--- config.mk ---
export PLATFORM = sky130hd
export DESIGN_NAME = pcmAgc
export DESIGN_NICKNAME = d
export VERILOG_FILES = /design/src/design/agcPkg.sv /design/src/design/agcLevelDetect.sv /design/src/design/agcLog2.sv /design/src/design/agcRegs.sv /design/src/design/agcLoopFilter.sv /design/src/design/pcmAgc.sv
export SDC_FILE = /design/constraint.sdc
export NUM_CORES = 1
export LEC_CHECK = 0
export ABC_CLOCK_PERIOD_IN_PS = 5070
export BUFFER_PORTS_ARGS = -buffer_cell sky130_fd_sc_hd__buf_2
export CORE_MARGIN = 5
export CORE_UTILIZATION = 52
export DETAILED_ROUTE_END_ITERATION = 12
export GPL_TIMING_DRIVEN = 1
export PLACE_DENSITY_LB_ADDON = 0.25
export SLEW_MARGIN = 20
export SYNTH_ARGS = -nofsm -noshare
export SYNTH_HDL_FRONTEND = slang
export SYNTH_SLANG_ARGS = --single-unit
--- constraint.sdc ---
create_clock -name clk -period 5.07 [get_ports clk]
set_input_delay 0.7605 -clock clk [delete_from_list [all_inputs] [get_ports clk]]
set_output_delay 0.7605 -clock clk [all_outputs]
set_load 0.02 [all_outputs]
--- src/design/agcPkg.sv ---
// shared widths, configuration and host write structs, register addresses and reset values
`default_nettype none

package agcPkg;

    typedef logic signed [17:0] sampleT;        // signed receive sample from the front end
    typedef logic [16:0] levelT;                // rectified signal magnitude
    typedef logic [7:0] logT;                   // log2 value, exponent in [7:4] and fraction in [3:0]
    typedef logic [31:0] accT;                  // loop integrator
    typedef logic [17:0] gainT;                 // gain word for the variable-gain stage
    typedef logic [3:0] shiftT;                 // loop-gain shift, larger means a faster loop
    typedef logic [31:0] busDataT;              // host data word
    typedef logic [1:0] regAddrT;               // host register address

    localparam int LIN_WIDTH = 16;              // log block works on the upper bits of the level
    localparam int FRAC_WIDTH = 4;              // fraction bits of the log value

    // configuration that the register bank hands to the loop filter
    typedef struct packed {
        logic freeze;                           // holds the integrator when set
        shiftT gainShift;                       // error is shifted left by this amount
        logT refLevel;                          // target level in log2 units
    } agcCfgT;

    // one host write, taken on a cycle with wrEn high
    typedef struct packed {
        regAddrT addr;                          // register that takes the data
        busDataT data;                          // full 32-bit word, no byte lanes
    } busWriteT;

    localparam regAddrT ADDR_CTRL = 2'd0;       // freeze in bit 0, gainShift in bits 4 to 1
    localparam regAddrT ADDR_REF = 2'd1;        // refLevel in bits 7 to 0
    localparam regAddrT ADDR_ACC = 2'd2;        // write presets the integrator, read returns it
    localparam regAddrT ADDR_LEVEL = 2'd3;      // read-only view of rxLevel

    localparam logic RESET_FREEZE = 1'b0;       // loop runs out of reset
    localparam shiftT RESET_SHIFT = 4'd4;       // moderate loop bandwidth
    localparam logT RESET_REF = 8'hA0;          // exponent 10 with a zero fraction
    localparam accT RESET_ACC = 32'h8000_0000;  // mid-scale gain

endpackage

`default_nettype wire

--- src/design/agcLevelDetect.sv ---
// level detector that rectifies and saturates the receive sample on each symbol strobe
`timescale 1ns/1ps
`default_nettype none

module agcLevelDetect (
    input  wire logic            clk,
    input  wire logic            rstN,
    input  wire logic            symEn,       // strobe from the bit synchronizer at the best instant
    input  wire agcPkg::sampleT  rx,          // signed receive sample
    output agcPkg::levelT        rxLevel,     // magnitude of the last strobed sample
    output logic                 levelValid   // high for one cycle when rxLevel is new
);

    import agcPkg::*;

    sampleT negRx;                            // two's complement negation of the sample
    logic [17:0] mag;                         // rectified sample, one bit wider than the level
    levelT satLevel;                          // magnitude clipped to the level width

    assign negRx = -rx;                       // the most negative code wraps onto itself here
    assign mag = rx[17] ? negRx : rx;         // bit 17 ends up set only for the most negative code

    // 2**17 does not fit in 17 bits so it is pinned to full scale
    assign satLevel = mag[17] ? '1 : mag[16:0];

    always_ff @(posedge clk) begin
        if (!rstN) begin
            rxLevel <= '0;                    // level reads as zero until the first symbol
            levelValid <= 1'b0;
        end else begin
            levelValid <= symEn;              // strobe travels with the captured level
            if (symEn) begin
                rxLevel <= satLevel;          // level holds between strobes
            end
        end
    end

endmodule

`default_nettype wire

--- src/design/agcLog2.sv ---
// two-stage pipeline from the linear level to a piecewise-linear base-2 logarithm
`timescale 1ns/1ps
`default_nettype none

module agcLog2 (
    input  wire logic           clk,
    input  wire logic           rstN,
    input  wire logic           levelValid,  // new level on this cycle
    input  wire agcPkg::levelT  rxLevel,     // linear magnitude from the level detector
    output logic                logValid,    // log2Mag is new, two cycles after levelValid
    output agcPkg::logT         log2Mag      // exponent in the upper nibble, fraction below
);

    import agcPkg::*;

    localparam int EXP_WIDTH = $clog2(LIN_WIDTH);  // 4 bits of exponent for a 16-bit word

    logic [LIN_WIDTH-1:0] linear;            // upper bits of the level, the lsb is dropped
    logic [EXP_WIDTH-1:0] leadPos;           // position of the leading one in linear

    logic [LIN_WIDTH-1:0] word1;             // stage one copy of the input word
    logic [EXP_WIDTH-1:0] exp1;              // stage one exponent
    logic valid1;                            // stage one holds a live sample

    logic [LIN_WIDTH-1:0] normWord;          // word1 shifted so the leading one sits at the msb
    logic [FRAC_WIDTH-1:0] frac;             // bits just below the leading one

    assign linear = rxLevel[16:1];           // log works on 16 bits like the older receiver

    // priority search from the lsb up so the highest set bit wins
    always_comb begin
        leadPos = '0;                        // an all-zero word gives exponent zero
        for (int i = 0; i < LIN_WIDTH; i++) begin
            if (linear[i]) begin
                leadPos = EXP_WIDTH'(i);
            end
        end
    end

    // shifting left drops the leading one off the top, zeros fill in below
    assign normWord = word1 << (EXP_WIDTH'(LIN_WIDTH - 1) - exp1);
    assign frac = normWord[LIN_WIDTH-2 -: FRAC_WIDTH];  // zero word stays zero after the shift

    // stage one captures the exponent and the word it came from
    always_ff @(posedge clk) begin
        if (!rstN) begin
            valid1 <= 1'b0;
        end else begin
            valid1 <= levelValid;
        end
    end

    always_ff @(posedge clk) begin
        word1 <= linear;                     // payload moves every cycle, the valid bit qualifies it
        exp1 <= leadPos;
    end

    // stage two forms the fraction and the final log word
    always_ff @(posedge clk) begin
        if (!rstN) begin
            logValid <= 1'b0;
        end else begin
            logValid <= valid1;              // each stage can carry a different sample
        end
    end

    always_ff @(posedge clk) begin
        log2Mag <= {exp1, frac};             // piecewise-linear between powers of two
    end

endmodule

`default_nettype wire

--- src/design/agcRegs.sv ---
// host register bank with configuration, read decode and the accumulator preset pulse
`timescale 1ns/1ps
`default_nettype none

module agcRegs (
    input  wire logic              clk,
    input  wire logic              rstN,
    input  wire logic              wrEn,       // host write strobe, one cycle per write
    input  wire agcPkg::busWriteT  busWr,      // address and data of the write
    input  wire agcPkg::regAddrT   rdAddr,     // host read address
    input  wire agcPkg::accT       acc,        // live integrator from the loop filter
    input  wire agcPkg::levelT     rxLevel,    // live signal level from the detector
    output agcPkg::busDataT        rdData,     // read data, follows rdAddr without a clock
    output agcPkg::agcCfgT         cfg,        // loop configuration, always driven
    output logic                   accLoad,    // loads accPreset into the integrator
    output agcPkg::accT            accPreset   // value to load on accLoad
);

    import agcPkg::*;

    logic wrCtrl;                             // write to the control register this cycle
    logic wrRef;                              // write to the reference register this cycle

    assign wrCtrl = wrEn && (busWr.addr == ADDR_CTRL);
    assign wrRef = wrEn && (busWr.addr == ADDR_REF);

    // the preset goes straight to the filter so the integrator loads on the write edge
    assign accLoad = wrEn && (busWr.addr == ADDR_ACC);
    assign accPreset = busWr.data;           // only meaningful while accLoad is high

    // configuration registers
    always_ff @(posedge clk) begin
        if (!rstN) begin
            cfg.freeze <= RESET_FREEZE;
            cfg.gainShift <= RESET_SHIFT;
            cfg.refLevel <= RESET_REF;
        end else begin
            if (wrCtrl) begin
                cfg.freeze <= busWr.data[0];          // freeze sits in bit 0
                cfg.gainShift <= busWr.data[4:1];     // shift sits just above it
            end
            if (wrRef) begin
                cfg.refLevel <= busWr.data[7:0];      // upper data bits are ignored
            end
        end
    end

    // read mux, unused bits read as zero
    always_comb begin
        rdData = '0;
        case (rdAddr)
            ADDR_CTRL: begin
                rdData[0] = cfg.freeze;
                rdData[4:1] = cfg.gainShift;
            end
            ADDR_REF: begin
                rdData[7:0] = cfg.refLevel;
            end
            ADDR_ACC: begin
                rdData = acc;                 // live integrator, not the last preset
            end
            ADDR_LEVEL: begin
                rdData[16:0] = rxLevel;       // level of the last strobed symbol
            end
            default: begin
                rdData = '0;
            end
        endcase
    end

endmodule

`default_nettype wire

--- src/design/agcLoopFilter.sv ---
// loop filter with the error term, shifted saturating integrator, freeze, preset and gain output
`timescale 1ns/1ps
`default_nettype none

module agcLoopFilter (
    input  wire logic            clk,
    input  wire logic            rstN,
    input  wire logic            logValid,   // new log2Mag this cycle
    input  wire agcPkg::logT     log2Mag,    // measured level in log2 units
    input  wire agcPkg::agcCfgT  cfg,        // freeze, shift and reference from the registers
    input  wire logic            accLoad,    // preset request from the host
    input  wire agcPkg::accT     accPreset,  // value to load on accLoad
    output agcPkg::accT          acc,        // integrator, also read back by the host
    output agcPkg::gainT         agcGain     // gain word to the variable-gain stage
);

    import agcPkg::*;

    localparam int ERR_WIDTH = $bits(logT) + 1;   // reference minus level needs a sign bit
    localparam int SUM_WIDTH = $bits(accT) + 2;   // one bit for overflow and one for sign

    logic signed [ERR_WIDTH-1:0] error;          // positive when the signal is weak
    logic signed [SUM_WIDTH-1:0] errExt;         // error widened to the sum width
    logic signed [SUM_WIDTH-1:0] step;           // error scaled by the loop gain
    logic signed [SUM_WIDTH-1:0] sum;            // unclamped integrator update
    accT accNext;                                // update clamped to the accumulator range

    // both operands are unsigned logs so zero-extend before the subtract
    assign error = $signed({1'b0, cfg.refLevel}) - $signed({1'b0, log2Mag});

    assign errExt = {{(SUM_WIDTH - ERR_WIDTH){error[ERR_WIDTH-1]}}, error};
    assign step = errExt <<< cfg.gainShift;      // at most 24 significant bits, never overflows

    assign sum = $signed({2'b00, acc}) + step;   // acc is unsigned so it gets two zero bits

    // clamp to zero below and to full scale above, the sum never wraps
    always_comb begin
        if (sum[SUM_WIDTH-1]) begin
            accNext = '0;                        // went negative, gain floors at zero
        end else if (sum[SUM_WIDTH-2]) begin
            accNext = '1;                        // carried past bit 31, gain pins at maximum
        end else begin
            accNext = sum[$bits(accT)-1:0];
        end
    end

    // integrator, the preset beats a sample that lands on the same edge
    always_ff @(posedge clk) begin
        if (!rstN) begin
            acc <= RESET_ACC;                    // mid-scale gain until the loop pulls in
        end else if (accLoad) begin
            acc <= accPreset;                    // sample on this edge is dropped
        end else if (logValid && !cfg.freeze) begin
            acc <= accNext;
        end
    end

    // gain is the top of the integrator so it moves slowly with small errors
    assign agcGain = acc[$bits(accT)-1 -: $bits(gainT)];

endmodule

`default_nettype wire

--- src/design/pcmAgc.sv ---
// top level joining the level detector, log2 pipeline, register bank and loop filter
`timescale 1ns/1ps
`default_nettype none

module pcmAgc (
    input  wire logic              clk,
    input  wire logic              rstN,
    input  wire logic              symEn,     // symbol strobe from the bit synchronizer
    input  wire agcPkg::sampleT    rx,        // signed receive sample
    input  wire logic              wrEn,      // host write strobe
    input  wire agcPkg::busWriteT  busWr,     // host write address and data
    input  wire agcPkg::regAddrT   rdAddr,    // host read address
    output agcPkg::busDataT        rdData,    // host read data
    output agcPkg::levelT          rxLevel,   // current signal level
    output agcPkg::gainT           agcGain    // gain word, three cycles behind the sample
);

    import agcPkg::*;

    logic levelValid;                         // detector has a new level
    logic logValid;                           // log pipeline has a new value
    logT log2Mag;                             // level in log2 units
    agcCfgT cfg;                              // loop configuration from the registers
    logic accLoad;                            // host preset pulse
    accT accPreset;                           // host preset value
    accT acc;                                 // integrator for the read-back

    agcLevelDetect levelDetect (
        .clk        (clk),
        .rstN       (rstN),
        .symEn      (symEn),
        .rx         (rx),
        .rxLevel    (rxLevel),
        .levelValid (levelValid)
    );

    agcLog2 log2 (
        .clk        (clk),
        .rstN       (rstN),
        .levelValid (levelValid),
        .rxLevel    (rxLevel),
        .logValid   (logValid),
        .log2Mag    (log2Mag)
    );

    agcRegs regs (
        .clk        (clk),
        .rstN       (rstN),
        .wrEn       (wrEn),
        .busWr      (busWr),
        .rdAddr     (rdAddr),
        .acc        (acc),
        .rxLevel    (rxLevel),
        .rdData     (rdData),
        .cfg        (cfg),
        .accLoad    (accLoad),
        .accPreset  (accPreset)
    );

    agcLoopFilter loopFilter (
        .clk        (clk),
        .rstN       (rstN),
        .logValid   (logValid),
        .log2Mag    (log2Mag),
        .cfg        (cfg),
        .accLoad    (accLoad),
        .accPreset  (accPreset),
        .acc        (acc),
        .agcGain    (agcGain)
    );

endmodule

`default_nettype wire

==> reports/qor.txt, run 1 <==
crit share post-route -> 98.3%
IO buf count -> 124
yosys warns -> 0
Yosys reg bits -> 92
fin nets -> 1096
Power per Cell Area -> 386 nW/um^2
Total GRT Usage -> 25.5%
largest net degree at the start of global routing -> 34
via density per instance -> 6.00
post-route ant nets -> 0
slowest CP cell -> xor2_4
Worst Path Arrival -> 5.27 ns
Post-Route WL -> 21900 um
Die H -> 127 um
Slew headroom -> 33.3%
Final Critical Period -> 4.98 ns
HP Class -> reg2reg
most frequent cells in the layout -> buf_2, dfxtp_1, nand2_1, o21ai_0, a21oi_1
cts bufs inserted -> 9
Top Ports -> 125
ratio of cells with drive above 1 in the final layout -> 27.1%
Leak Pwr -> 3.77 nW
routability-driven placement congestion ratio -> 0.978
Post-synth top flop -> dfxtp_1
number of synthesized flops with an enable pin -> 0
maximum VDD drop -> 0.000215 V
async set-reset flop share out of synthesis -> 0%
vias in the first global route -> 6515
die extent in x -> 127 um
cell depth of the worst setup path -> 22
Fin Setup TNS -> 0 ns
first-pass GRT wire length -> 33400 um
CP max stage delay -> 0.40 ns
Clk pwr share -> 21.5%
outcome -> finished, final reports clean
area grow syn2layout -> 20.5%
critical path class -> reg2reg
Post-Synthesis Cells -> 889
Slew @ Worst Pin -> 0.999 ns
Peak Freq -> 201 MHz
Root Driver -> clkbuf_16
Worst Reg2Reg Path Length in Cells -> 22
Rows -> 42
clock tree buffer depth -> 2
FILL cells -> 1181
die area -> 16100 um^2
Seq pwr share -> 26.5%
startpoint types -> flip-flop
RSZ-0062 raised after global routing -> yes
NetSw -> 0.00137 W
Post-Synth Simple-Gate Area -> 18.3%
clk slew on worst S/H paths -> 0.07 ns
cell-internal power -> 0.00194 W
Routed WL per cell -> 18.6 um
H-tree Lvls -> 3
Max-Cap Viols -> 0
Detail Placement HPWL -> 15700 um
sequential element share of the synthesized area -> 25.9%
crit path buf inv count -> 3
Max Fanout on Critical Path -> 7
Unique masters post-synth -> 59
Via Count -> 7044
DRC Markers -> 0
adder-cell share of the synthesized area -> 8.12%
grt ovf -> 0
final slew viol count -> 0
Top delay family on crit path -> compound AO/OA/AOI/OAI gates
first drt pass iteration count -> 6
Data required, critical path -> 5.35 ns
Comb power frac -> 52.0%
clock skew -> 0.0136 ns
commonest non-fill, non-tap cell in the layout -> buf_2
crit-path cells -> inv_1 -> ha_4 -> nor2b_1 -> o21ai_1 -> a21boi_2 -> o21a_2 -> o221a_4 -> xnor2_4 -> buf_4 -> o211ai_1 -> a311oi_1 -> a21oi_1 -> ha_1 -> a21o_1 -> a31oi_2 -> o211ai_1 -> o31ai_4 -> o41ai_4 -> xor2_4 -> buf_6 -> o21ai_1 -> a31oi_1
Hold Path Stages -> 1
Post-Syn Area -> 7120 um^2
sinks on the clock net -> 92
hold_ws -> 0.436 ns
CTS tree -> built
complex-gate fraction of the synthesized area -> 22.7%
clk_lat worst skew -> 0.36 ns
endpoints failing hold -> 0
sw frac -> 41.3%
Post-Synth XOR/XNOR Area -> 6.49%
largest family of logic cells by synthesized area -> compound AO/OA/AOI/OAI gates
# hold bufs at CTS -> 0
Initial DRC Count -> 606
element type at the critical path end -> flip-flop
initial antenna violation count -> 0
initial core utilization -> 53.3%
final setup fails -> 0
syn_nets -> 992
Core Area -> 13300 um^2
# diodes -> 0
mux cell area share after synthesis -> 12.0%
Syn Area/Cell -> 8.00 um^2
[flip-flops by register name (all words and copies together), names as in the netlist]
signal and cells:
log2.logValid 1, regs.cfg 13, levelDetect.levelValid 1, loopFilter.acc 32, log2.word1 15, log2.log2Mag 8, log2.valid1 1, log2.exp1 4
levelDetect.rxLevel 17
[cell type report]
cell class                      count  area, um^2  area share [%]
Inverter                           33         124            1.44
Sequential cell                    92        1850            21.5
Tap cell                          176         220            2.57
Clock inverter                      7        82.6           0.963
Multi-Input combinational cell    692        5110            59.6
Timing Repair Buffer              165         966            11.3
Clock buffer                        9         225            2.63
[routing by layer]
metal / track usage, % / share of wire, % / vias up
li1: - / - / 3414
met1: 37.3 / 45 / 3321
met2: 39.1 / 46 / 285
met3: 4.01 / 7.5 / 24
met4: 6.75 / 1.6 / 0
met5: 0 / 0 / -
[worst paths after layout]
check / endpoint / from / slack [ns]
setup / recovery: loopFilter.acc[8]$_SDFFE_PN0P_ / log2.log2Mag[1]$_DFF_P_ / 0.09
hold / removal: log2.valid1$_SDFF_PN0_ / levelDetect.levelValid$_SDFF_PN0_ / 0.44
setup reg to reg: loopFilter.acc[8]$_SDFFE_PN0P_ / log2.log2Mag[1]$_DFF_P_ / 0.09
hold reg to reg: log2.valid1$_SDFF_PN0_ / levelDetect.levelValid$_SDFF_PN0_ / 0.44
[power groups by stage]
stage	Sequential [W]	Clock, W	Combinational, W
floorplan	0.000855	0	0.00107
global placement	0.000889	0	0.00142
detailed placement	0.000890	0	0.00142
CTS	0.000874	0.000719	0.00143
global route	0.000887	0.000749	0.00187
finish	0.000877	0.000714	0.00172
[stage by stage]
| step | power, W | area (um^2) | util [%] | cells | setup slack (ns) |
|---|---|---|---|---|---|
| floorplan | 0.00193 | 7120 | - | 889 | 0.317 |
| global placement | 0.00231 | 7800 | 58.4 | 1141 | 0.169 |
| detailed placement | 0.00231 | 7800 | 58.4 | 1141 | 0.0843 |
| CTS | 0.00302 | 8100 | 60.7 | 1157 | 0.0486 |
| global route | 0.00351 | 8580 | 64.2 | 1174 | -0.142 |
| finish | 0.00331 | 8580 | 64.2 | 1174 | 0.0852 |
[cell usage after synthesis, drive strengths merged (3+ instances only)]
cell | number | share of area (%)
a211oi | 6 | 0.77
a21boi | 3 | 0.32
a21o | 13 | 1.4
a21oi | 69 | 5.0
a221oi | 3 | 0.37
a22o | 3 | 0.37
a31oi | 35 | 3.1
and2 | 23 | 2.0
buf | 26 | 2.4
clkbuf | 46 | 2.4
dfxtp | 92 | 26
ha | 43 | 7.6
inv | 33 | 1.7
mux2 | 12 | 1.9
mux2i | 31 | 4.4
mux4 | 18 | 5.7
nand2 | 85 | 4.5
nand2b | 8 | 0.70
nand3 | 46 | 3.2
nand4 | 4 | 0.35
nor2 | 51 | 2.7
nor2b | 18 | 1.6
nor3 | 20 | 1.5
nor4 | 4 | 0.35
o211ai | 11 | 1.2
o21a | 5 | 0.53
o21ai | 81 | 5.7
o21bai | 6 | 0.63
o31ai | 10 | 1.1
o41ai | 5 | 0.88
or2 | 4 | 0.35
or3 | 6 | 0.53
xnor2 | 26 | 3.3
xor2 | 25 | 3.2
[repair_timing]
item                       4_1_cts  5_1_grt
resized for setup                0       85
setup endpoints to repair        0       32
buffers inserted                 0       14
[logic make-up (layout without fill, tap and decap cells)]
| kind of cell | Yosys count | in the layout |
|---|---|---|
| compound gates | 261 | 261 |
| xor+xnor | 51 | 51 |
| fa+ha+maj | 45 | 45 |
| buf+inv | 105 | 214 |
| flops | 92 | 92 |
| mux | 61 | 61 |
| simple gates | 274 | 274 |
No activity file was read; power rests on OpenSTA's default activity.
==> run 2, diff against run 1 <==
--- a/config.mk
+++ b/config.mk
@@ -8,10 +8,11 @@
 export ABC_CLOCK_PERIOD_IN_PS = 5070
 export BUFFER_PORTS_ARGS = -buffer_cell sky130_fd_sc_hd__buf_2
 export CORE_MARGIN = 5
-export CORE_UTILIZATION = 52
+export CORE_UTILIZATION = 40
 export DETAILED_ROUTE_END_ITERATION = 12
 export GPL_TIMING_DRIVEN = 1
 export PLACE_DENSITY_LB_ADDON = 0.25
+export REMOVE_ABC_BUFFERS = 1
 export SLEW_MARGIN = 20
 export SYNTH_ARGS = -nofsm -noshare
 export SYNTH_HDL_FRONTEND = slang
==> run 2 against run 1 <==
Die area increased by 27%. Fmax increased by 0.49%. Final cell count increased by 4.9%. Hold slack got worse by 0.0095 ns. Clock power decreased by 5.7%. Flip-flop and latch count unchanged. Count of clock-buffer cells in the layout unchanged. Via count decreased by 2.1%. First-iteration DRC count decreased by 17%. Core utilization decreased by 14 points. Sequential power about the same. Final area increased by 1.1%.
==> reports/qor.txt, run 2 (same netlist as run 1, synthesis figures left out) <==
commonest non-fill, non-tap cell in the layout -> buf_2
Final Core Density -> 50.0% (-14 points)
Peak Freq -> 202 MHz (+0.49%)
Power per Cell Area -> 384 nW/um^2 (-0.70%)
Worst Path Arrival -> 5.25 ns (-0.02 ns)
crit share post-route -> 97.8% (-0.47 points)
H-tree Lvls -> 3 (unchanged)
slowest CP cell -> mux4_2
busiest metal layer after global routing -> met2
r2r startpoint -> regs.cfg[0]$_SDFFE_PN0P_
critical path class -> reg2reg
IO buf count -> 124 (unchanged)
post-route ant nets -> 0 (unchanged)
Worst R2R End -> loopFilter.acc[9]$_SDFFE_PN0P_
Hold Path Stages -> 0 (-1)
# diodes -> 0 (unchanged)
via density per instance -> 5.60 (-6.7%)
Post-Route WL -> 22500 um (+3.0%)
Via Count -> 6899 (-2.1%)
initial core utilization -> 41.0% (-12 points)
Top delay family on crit path -> compound AO/OA/AOI/OAI gates
max FFs per register -> 32 (unchanged)
FILL cells -> 1689 (+43%)
Design Power -> 0.00333 W (+0.40%)
outcome -> finished, final reports clean
crit-path cells -> inv_1 -> ha_2 -> fa_2 -> nor2b_2 -> o21ai_2 -> o21ai_2 -> xor2_2 -> buf_4 -> mux4_2 -> a21oi_4 -> nor2_2 -> ha_4 -> o21a_1 -> o211ai_1 -> a21o_1 -> a211oi_4 -> o31ai_4 -> o41ai_4 -> xor2_2 -> buf_6 -> clkbuf_16 -> o21ai_2 -> a31oi_1
fin cells -> 1232 (+4.9%)
Largest regs -> loopFilter.acc: 32 flops, levelDetect.rxLevel: 17 flops, log2.word1: 15 flops
met3 Usage GRT -> 3.00% (-1.0 points)
Hold Startpoint -> levelDetect.rxLevel[1]$_SDFFE_PN0P_
routability-driven placement congestion ratio -> 0.889 (-9.1%)
crit path buf inv count -> 4 (+1)
die extent in x -> 143 um (+13%)
final slew viol count -> 0 (unchanged)
placed insts -> 1198 (+5.0%)
Root Driver -> clkbuf_16
most flop-heavy register -> loopFilter.acc
Data required, critical path -> 5.36 ns (about the same)
clock skew -> 0.00654 ns (-0.00710 ns)
cell seen most often among critical-path stages -> o21ai_2
sinks on the clock net -> 92 (unchanged)
Max-Cap Viols -> 0 (unchanged)
fin nets -> 1105 (+0.82%)
HP Class -> reg2reg
# hold bufs at CTS -> 0 (unchanged)
end of the worst hold path -> log2.word1[0]$_DFF_P_
Fin Setup TNS -> 0 ns (unchanged)
clock tree buffer depth -> 2 (unchanged)
clk slew on worst S/H paths -> 0.07 ns (about the same)
met2 usage -> 32.2% (-6.9 points)
Slew headroom -> 35.0% (+1.8 points)
element type at the critical path end -> flip-flop
CTS tree -> built
most frequent cells in the layout -> buf_2, dfxtp_1, nand2_1, a21oi_1, o21ai_0
Total GRT Usage -> 21.0% (-4.4 points)
first-pass GRT wire length -> 34600 um (+3.4%)
Top Ports -> 125 (unchanged)
Routed WL per cell -> 18.3 um (-1.9%)
Worst Reg2Reg Path Length in Cells -> 23 (+4.5%)
final setup fails -> 0 (unchanged)
ratio of cells with drive above 1 in the final layout -> 28.0% (+0.95 points)
clk_lat worst skew -> 0.36 ns (about the same)
grt ovf -> 0 (unchanged)
vias in the first global route -> 6491 (-0.37%)
die area -> 20600 um^2 (+27%)
Final Critical Period -> 4.96 ns (-0.0241 ns)
cts bufs inserted -> 9 (unchanged)
initial antenna violation count -> 0 (unchanged)
maximum VDD drop -> 0.000204 V (-5.1%)
RSZ-0062 raised after global routing -> yes
GR Util met1 -> 30.8% (-6.5 points)
Rows -> 48 (+14%)
Final Worst Setup Slack -> 0.109 ns (+0.0241 ns)
area grow syn2layout -> 21.9%
Max Fanout on Critical Path -> 7 (unchanged)
worst reg2reg setup slack -> 0.11 ns (+0.02 ns)
DRC Markers -> 0 (unchanged)
Core Area -> 17400 um^2 (+30%)
largest net degree at the start of global routing -> 34 (unchanged)
Die H -> 143 um (+13%)
Initial DRC Count -> 501 (-17%)
worst slack, placed -> -0.0604 ns (-0.145 ns)
endpoints failing hold -> 0 (unchanged)
CP max stage delay -> 0.53 ns (+0.13 ns)
Detail Placement HPWL -> 16500 um (+4.8%)
Slew @ Worst Pin -> 0.973 ns (-0.0260 ns)
startpoint types -> flip-flop
Leak Pwr -> 3.80 nW (+0.94%)
first drt pass iteration count -> 5 (-1)
run 2: worst max path at each step:
stage | slack, ns | cells after the start | end | startpoint
2_1_floorplan | 0.02 | 21 | loopFilter.acc[0]$_SDFFE_PN0P_ | log2.log2Mag[1]$_DFF_P_
6_report | 0.11 | 23 | loopFilter.acc[9]$_SDFFE_PN0P_ | regs.cfg[0]$_SDFFE_PN0P_
4_1_cts | 0.003 | 22 | loopFilter.acc[27]$_SDFFE_PN0P_ | log2.log2Mag[1]$_DFF_P_
5_1_grt | -0.12 | 24 | loopFilter.acc[4]$_SDFFE_PN0P_ | log2.log2Mag[1]$_DFF_P_
3_3_place_gp | -0.01 | 21 | loopFilter.acc[27]$_SDFFE_PN0P_ | regs.cfg[0]$_SDFFE_PN0P_
3_5_place_dp | -0.06 | 21 | loopFilter.acc[27]$_SDFFE_PN0P_ | regs.cfg[0]$_SDFFE_PN0P_
run 2: per-layer routing:
metal | share of wire [%] | wire length, um | vias up
met5 | 0 | 0 | -
met4 | 2.1 | 479 | 0
met3 | 4.9 | 1110 | 30
met2 | 45 | 10200 | 196
met1 | 48 | 10700 | 3253
li1 | - | - | 3420
run 2: metrics by stage:
step | instance area [um^2] | hold WS, ns
floorplan | 6770 | 0.410
global placement | 7930 | 0.417
detailed placement | 7930 | 0.422
CTS | 8250 | 0.435
global route | 8670 | 0.449
finish | 8670 | 0.427
run 2: worst register-to-register path, stage by stage (launching register included):
cell,delay [ns]
dfxtp_4,0.36
inv_1,0.06
ha_2,0.20
fa_2,0.38
nor2b_2,0.14
o21ai_2,0.08
o21ai_2,0.19
xor2_2,0.12
buf_4,0.14
mux4_2,0.53
a21oi_4,0.18
nor2_2,0.07
ha_4,0.34
o21a_1,0.13
o211ai_1,0.12
a21o_1,0.22
a211oi_4,0.31
o31ai_4,0.13
o41ai_4,0.35
xor2_2,0.24
buf_6,0.21
clkbuf_16,0.18
o21ai_2,0.05
a31oi_1,0.16
run 2: layout make-up:
type                    instances  area, um^2  area share (%)
clock buffers                   9         225            2.60
clock inverters                 7        66.3           0.765
inverters                      33         124            1.43
multi-input cells             692        5070            58.5
flip-flops and latches         92        1850            21.3
well taps                     225         282            3.25
repair buffers                174        1050            12.2
run 2: power breakdown:
group | switching (W) | internal (W) | leakage [nW]
registers | 0.0000904 | 0.000787 | 0.759
logic | 0.000982 | 0.000796 | 2.90
clock network | 0.000329 | 0.000344 | 0.141
total | 0.00140 | 0.00193 | 3.80
run 2: what timing repair did:
item,4_1_cts,5_1_grt
setup endpoints to repair,8,32
gates cloned,0,5
resized for setup,4,76
pin swaps,2,53
buffers inserted,1,12
==> run 3, diff against run 2 <==
--- a/config.mk
+++ b/config.mk
@@ -7,8 +7,10 @@
 export LEC_CHECK = 0
 export ABC_CLOCK_PERIOD_IN_PS = 5070
 export BUFFER_PORTS_ARGS = -buffer_cell sky130_fd_sc_hd__buf_2
+export CELL_PAD_IN_SITES_DETAIL_PLACEMENT = 1
+export CELL_PAD_IN_SITES_GLOBAL_PLACEMENT = 1
 export CORE_MARGIN = 5
-export CORE_UTILIZATION = 40
+export CORE_UTILIZATION = 38
 export DETAILED_ROUTE_END_ITERATION = 12
 export GPL_TIMING_DRIVEN = 1
 export PLACE_DENSITY_LB_ADDON = 0.25
==> run 3 against run 2 <==
Register-to-register slack about the same. Fmax barely moved. Die area is 4.9% higher. Power is 4.3% higher. First-iteration DRC count decreased by 23%. Non-clock buffer count rose by 2. Via count increased by 2.8%. Final cell count up 0.89%. Sequential power increased by 0.9%. Clock power rose by 12%. Global-route usage is 1.7 points higher. Core utilization shrank 2.5 points. Highest routed layer is now met5.
==> reports/qor.txt, run 3 (same netlist as run 1, synthesis figures left out) <==
Die H -> 147 um (+2.4%)
fin cells -> 1243 (+0.89%)
Largest regs -> loopFilter.acc: 32 flops, levelDetect.rxLevel: 17 flops, log2.word1: 15 flops
die extent in x -> 147 um (+2.4%)
Power per Cell Area -> 394 nW/um^2 (+2.5%)
vias in the first global route -> 7243 (+12%)
via density per instance -> 5.71 (+1.9%)
die area -> 21600 um^2 (+4.9%)
HP Class -> reg2reg
Leak Pwr -> 3.84 nW (+0.93%)
Root Driver -> clkbuf_16
final slew viol count -> 0 (unchanged)
maximum VDD drop -> 0.000194 V (-5.0%)
Rows -> 50 (+4.2%)
Post-Route WL -> 26100 um (+16%)
clk slew on worst S/H paths -> 0.08 ns (about the same)
first-pass GRT wire length -> 39600 um (+15%)
area grow syn2layout -> 23.9%
most flop-heavy register -> loopFilter.acc
sinks on the clock net -> 92 (unchanged)
grt ovf -> 0 (unchanged)
routability-driven placement congestion ratio -> 0.886 (-0.26%)
Detail Placement HPWL -> 18900 um (+14%)
Placed Area -> 7950 um^2 (+0.24%)
placed insts -> 1208 (+0.83%)
first drt pass iteration count -> 5 (unchanged)
Max-Cap Viols -> 0 (unchanged)
commonest non-fill, non-tap cell in the layout -> buf_2
most frequent cells in the layout -> buf_2, dfxtp_1, nand2_1, a21oi_1, o21ai_0
startpoint types -> flip-flop
Initial DRC Count -> 386 (-23%)
Total GRT Usage -> 22.7% (+1.7 points)
# hold bufs at CTS -> 0 (unchanged)
ratio of cells with drive above 1 in the final layout -> 28.5% (+0.54 points)
Slew headroom -> 28.6% (-6.4 points)
max FFs per register -> 32 (unchanged)
Via Count -> 7094 (+2.8%)
Max Fanout on Critical Path -> 15 (+8)
crit share post-route -> 97.8% (about the same)
initial antenna violation count -> 1 (+1)
DRC Markers -> 0 (unchanged)
endpoints failing hold -> 0 (unchanged)
post-route cell area -> 8820 um^2 (+1.7%)
Final Critical Period -> 4.96 ns (-0.00366 ns)
Data required, critical path -> 5.28 ns (-0.08 ns)
# diodes -> 0 (unchanged)
post-route ant nets -> 0 (unchanged)
largest net degree at the start of global routing -> 42 (+24%)
cts bufs inserted -> 9 (unchanged)
H-tree Lvls -> 3 (unchanged)
clock skew -> 0.0136 ns (+0.00710 ns)
Top Ports -> 125 (unchanged)
CTS tree -> built
Core Area -> 18600 um^2 (+7.1%)
element type at the critical path end -> flip-flop
fin nets -> 1107 (+0.18%)
final setup fails -> 0 (unchanged)
initial core utilization -> 38.3% (-2.7 points)
hold_ws -> 0.437 ns (+0.00997 ns)
critical path class -> reg2reg
Routed WL per cell -> 21.0 um (+15%)
IO buf count -> 124 (unchanged)
clock tree buffer depth -> 2 (unchanged)
clk_lat worst skew -> 0.36 ns (about the same)
Peak Freq -> 202 MHz (about the same)
Slew @ Worst Pin -> 1.07 ns (+0.0961 ns)
outcome -> finished, final reports clean
Worst Path Arrival -> 5.17 ns (-0.08 ns)
[run 3: changes by cell type in the layout (fill, tap and decap cells not counted), moves of 4 or more]
cell	delta
o21ai_0	+4
o21ai_2	-6
buf_6	+4
ha_1	-4
[run 3: final timing paths]
kind                                                   startpoint                         endpoint  slack [ns]  cells after the start
worst max register to register           regs.cfg[0]$_SDFFE_PN0P_  loopFilter.acc[31]$_SDFFE_PN1P_        0.11                     24
worst max-delay path                     regs.cfg[0]$_SDFFE_PN0P_  loopFilter.acc[31]$_SDFFE_PN1P_        0.11                     24
worst min-delay path            levelDetect.levelValid$_SDFF_PN0_           log2.valid1$_SDFF_PN0_        0.44                      1
worst min register to register  levelDetect.levelValid$_SDFF_PN0_           log2.valid1$_SDFF_PN0_        0.44                      1
[run 3: timing repair]
item                                    in CTS  in global routing
gates resized for setup                      7                 85
cloned                                       0                  4
endpoints found under the setup margin      28                 32
pin swaps                                    4                 52
buffers inserted                             3                 12
[run 3: where the power goes]
group	leakage (nW)	switching, W	internal [W]
registers	0.759	0.0000979	0.000787
clock network	0.154	0.000343	0.000407
logic	2.93	0.00103	0.000807
[run 3: stage by stage]
step                      util (%)  setup TNS (ns)  setup slack, ns  power (W)
after floorplan                  -               0           0.0175    0.00188
after global placement        42.8        -0.00400         -0.00400    0.00237
after detailed placement      42.8          -0.313           -0.141    0.00240
after CTS                     44.8               0          0.00247    0.00319
after global routing          47.5           -2.77           -0.129    0.00367
final                         47.5               0            0.113    0.00347
[run 3: area by class of cell]
cell class | count | area (um^2)
Fill cell | 2246 | 9760
Clock inverter | 6 | 82.6
Clock buffer | 10 | 239
Timing Repair Buffer | 176 | 1100
Tap cell | 234 | 293
Multi-Input combinational cell | 692 | 5140
Inverter | 33 | 124
Sequential cell | 92 | 1850
[run 3: worst max-delay path: stages (launching register included)]
cell and delay, ns:
dfxtp_2 0.37, inv_2 0.06, ha_2 0.19, fa_2 0.37
nor2b_2 0.13, o21ai_2 0.08, o21ai_2 0.19, a21o_1 0.19
a21oi_4 0.08, buf_4 0.15, mux4_2 0.48, o21a_1 0.22
ha_4 0.28, nand4_1 0.18, nor4_4 0.33, buf_4 0.17
a211oi_2 0.08, a21oi_2 0.24, a21oi_1 0.12, xnor2_1 0.29
nor3_4 0.07, buf_12 0.17, clkbuf_16 0.17, o21ai_0 0.08
nand4_1 0.10
[run 3: metal layers]
| metal | vias to the layer above | wire length (um) | GRT usage, % |
|---|---|---|---|
| li1 | 3423 | - | - |
| met5 | - | 13 | 0 |
| met2 | 150 | 12400 | 36.7 |
| met4 | 2 | 554 | 6.40 |
| met3 | 36 | 918 | 3.52 |
| met1 | 3483 | 12300 | 31.5 |
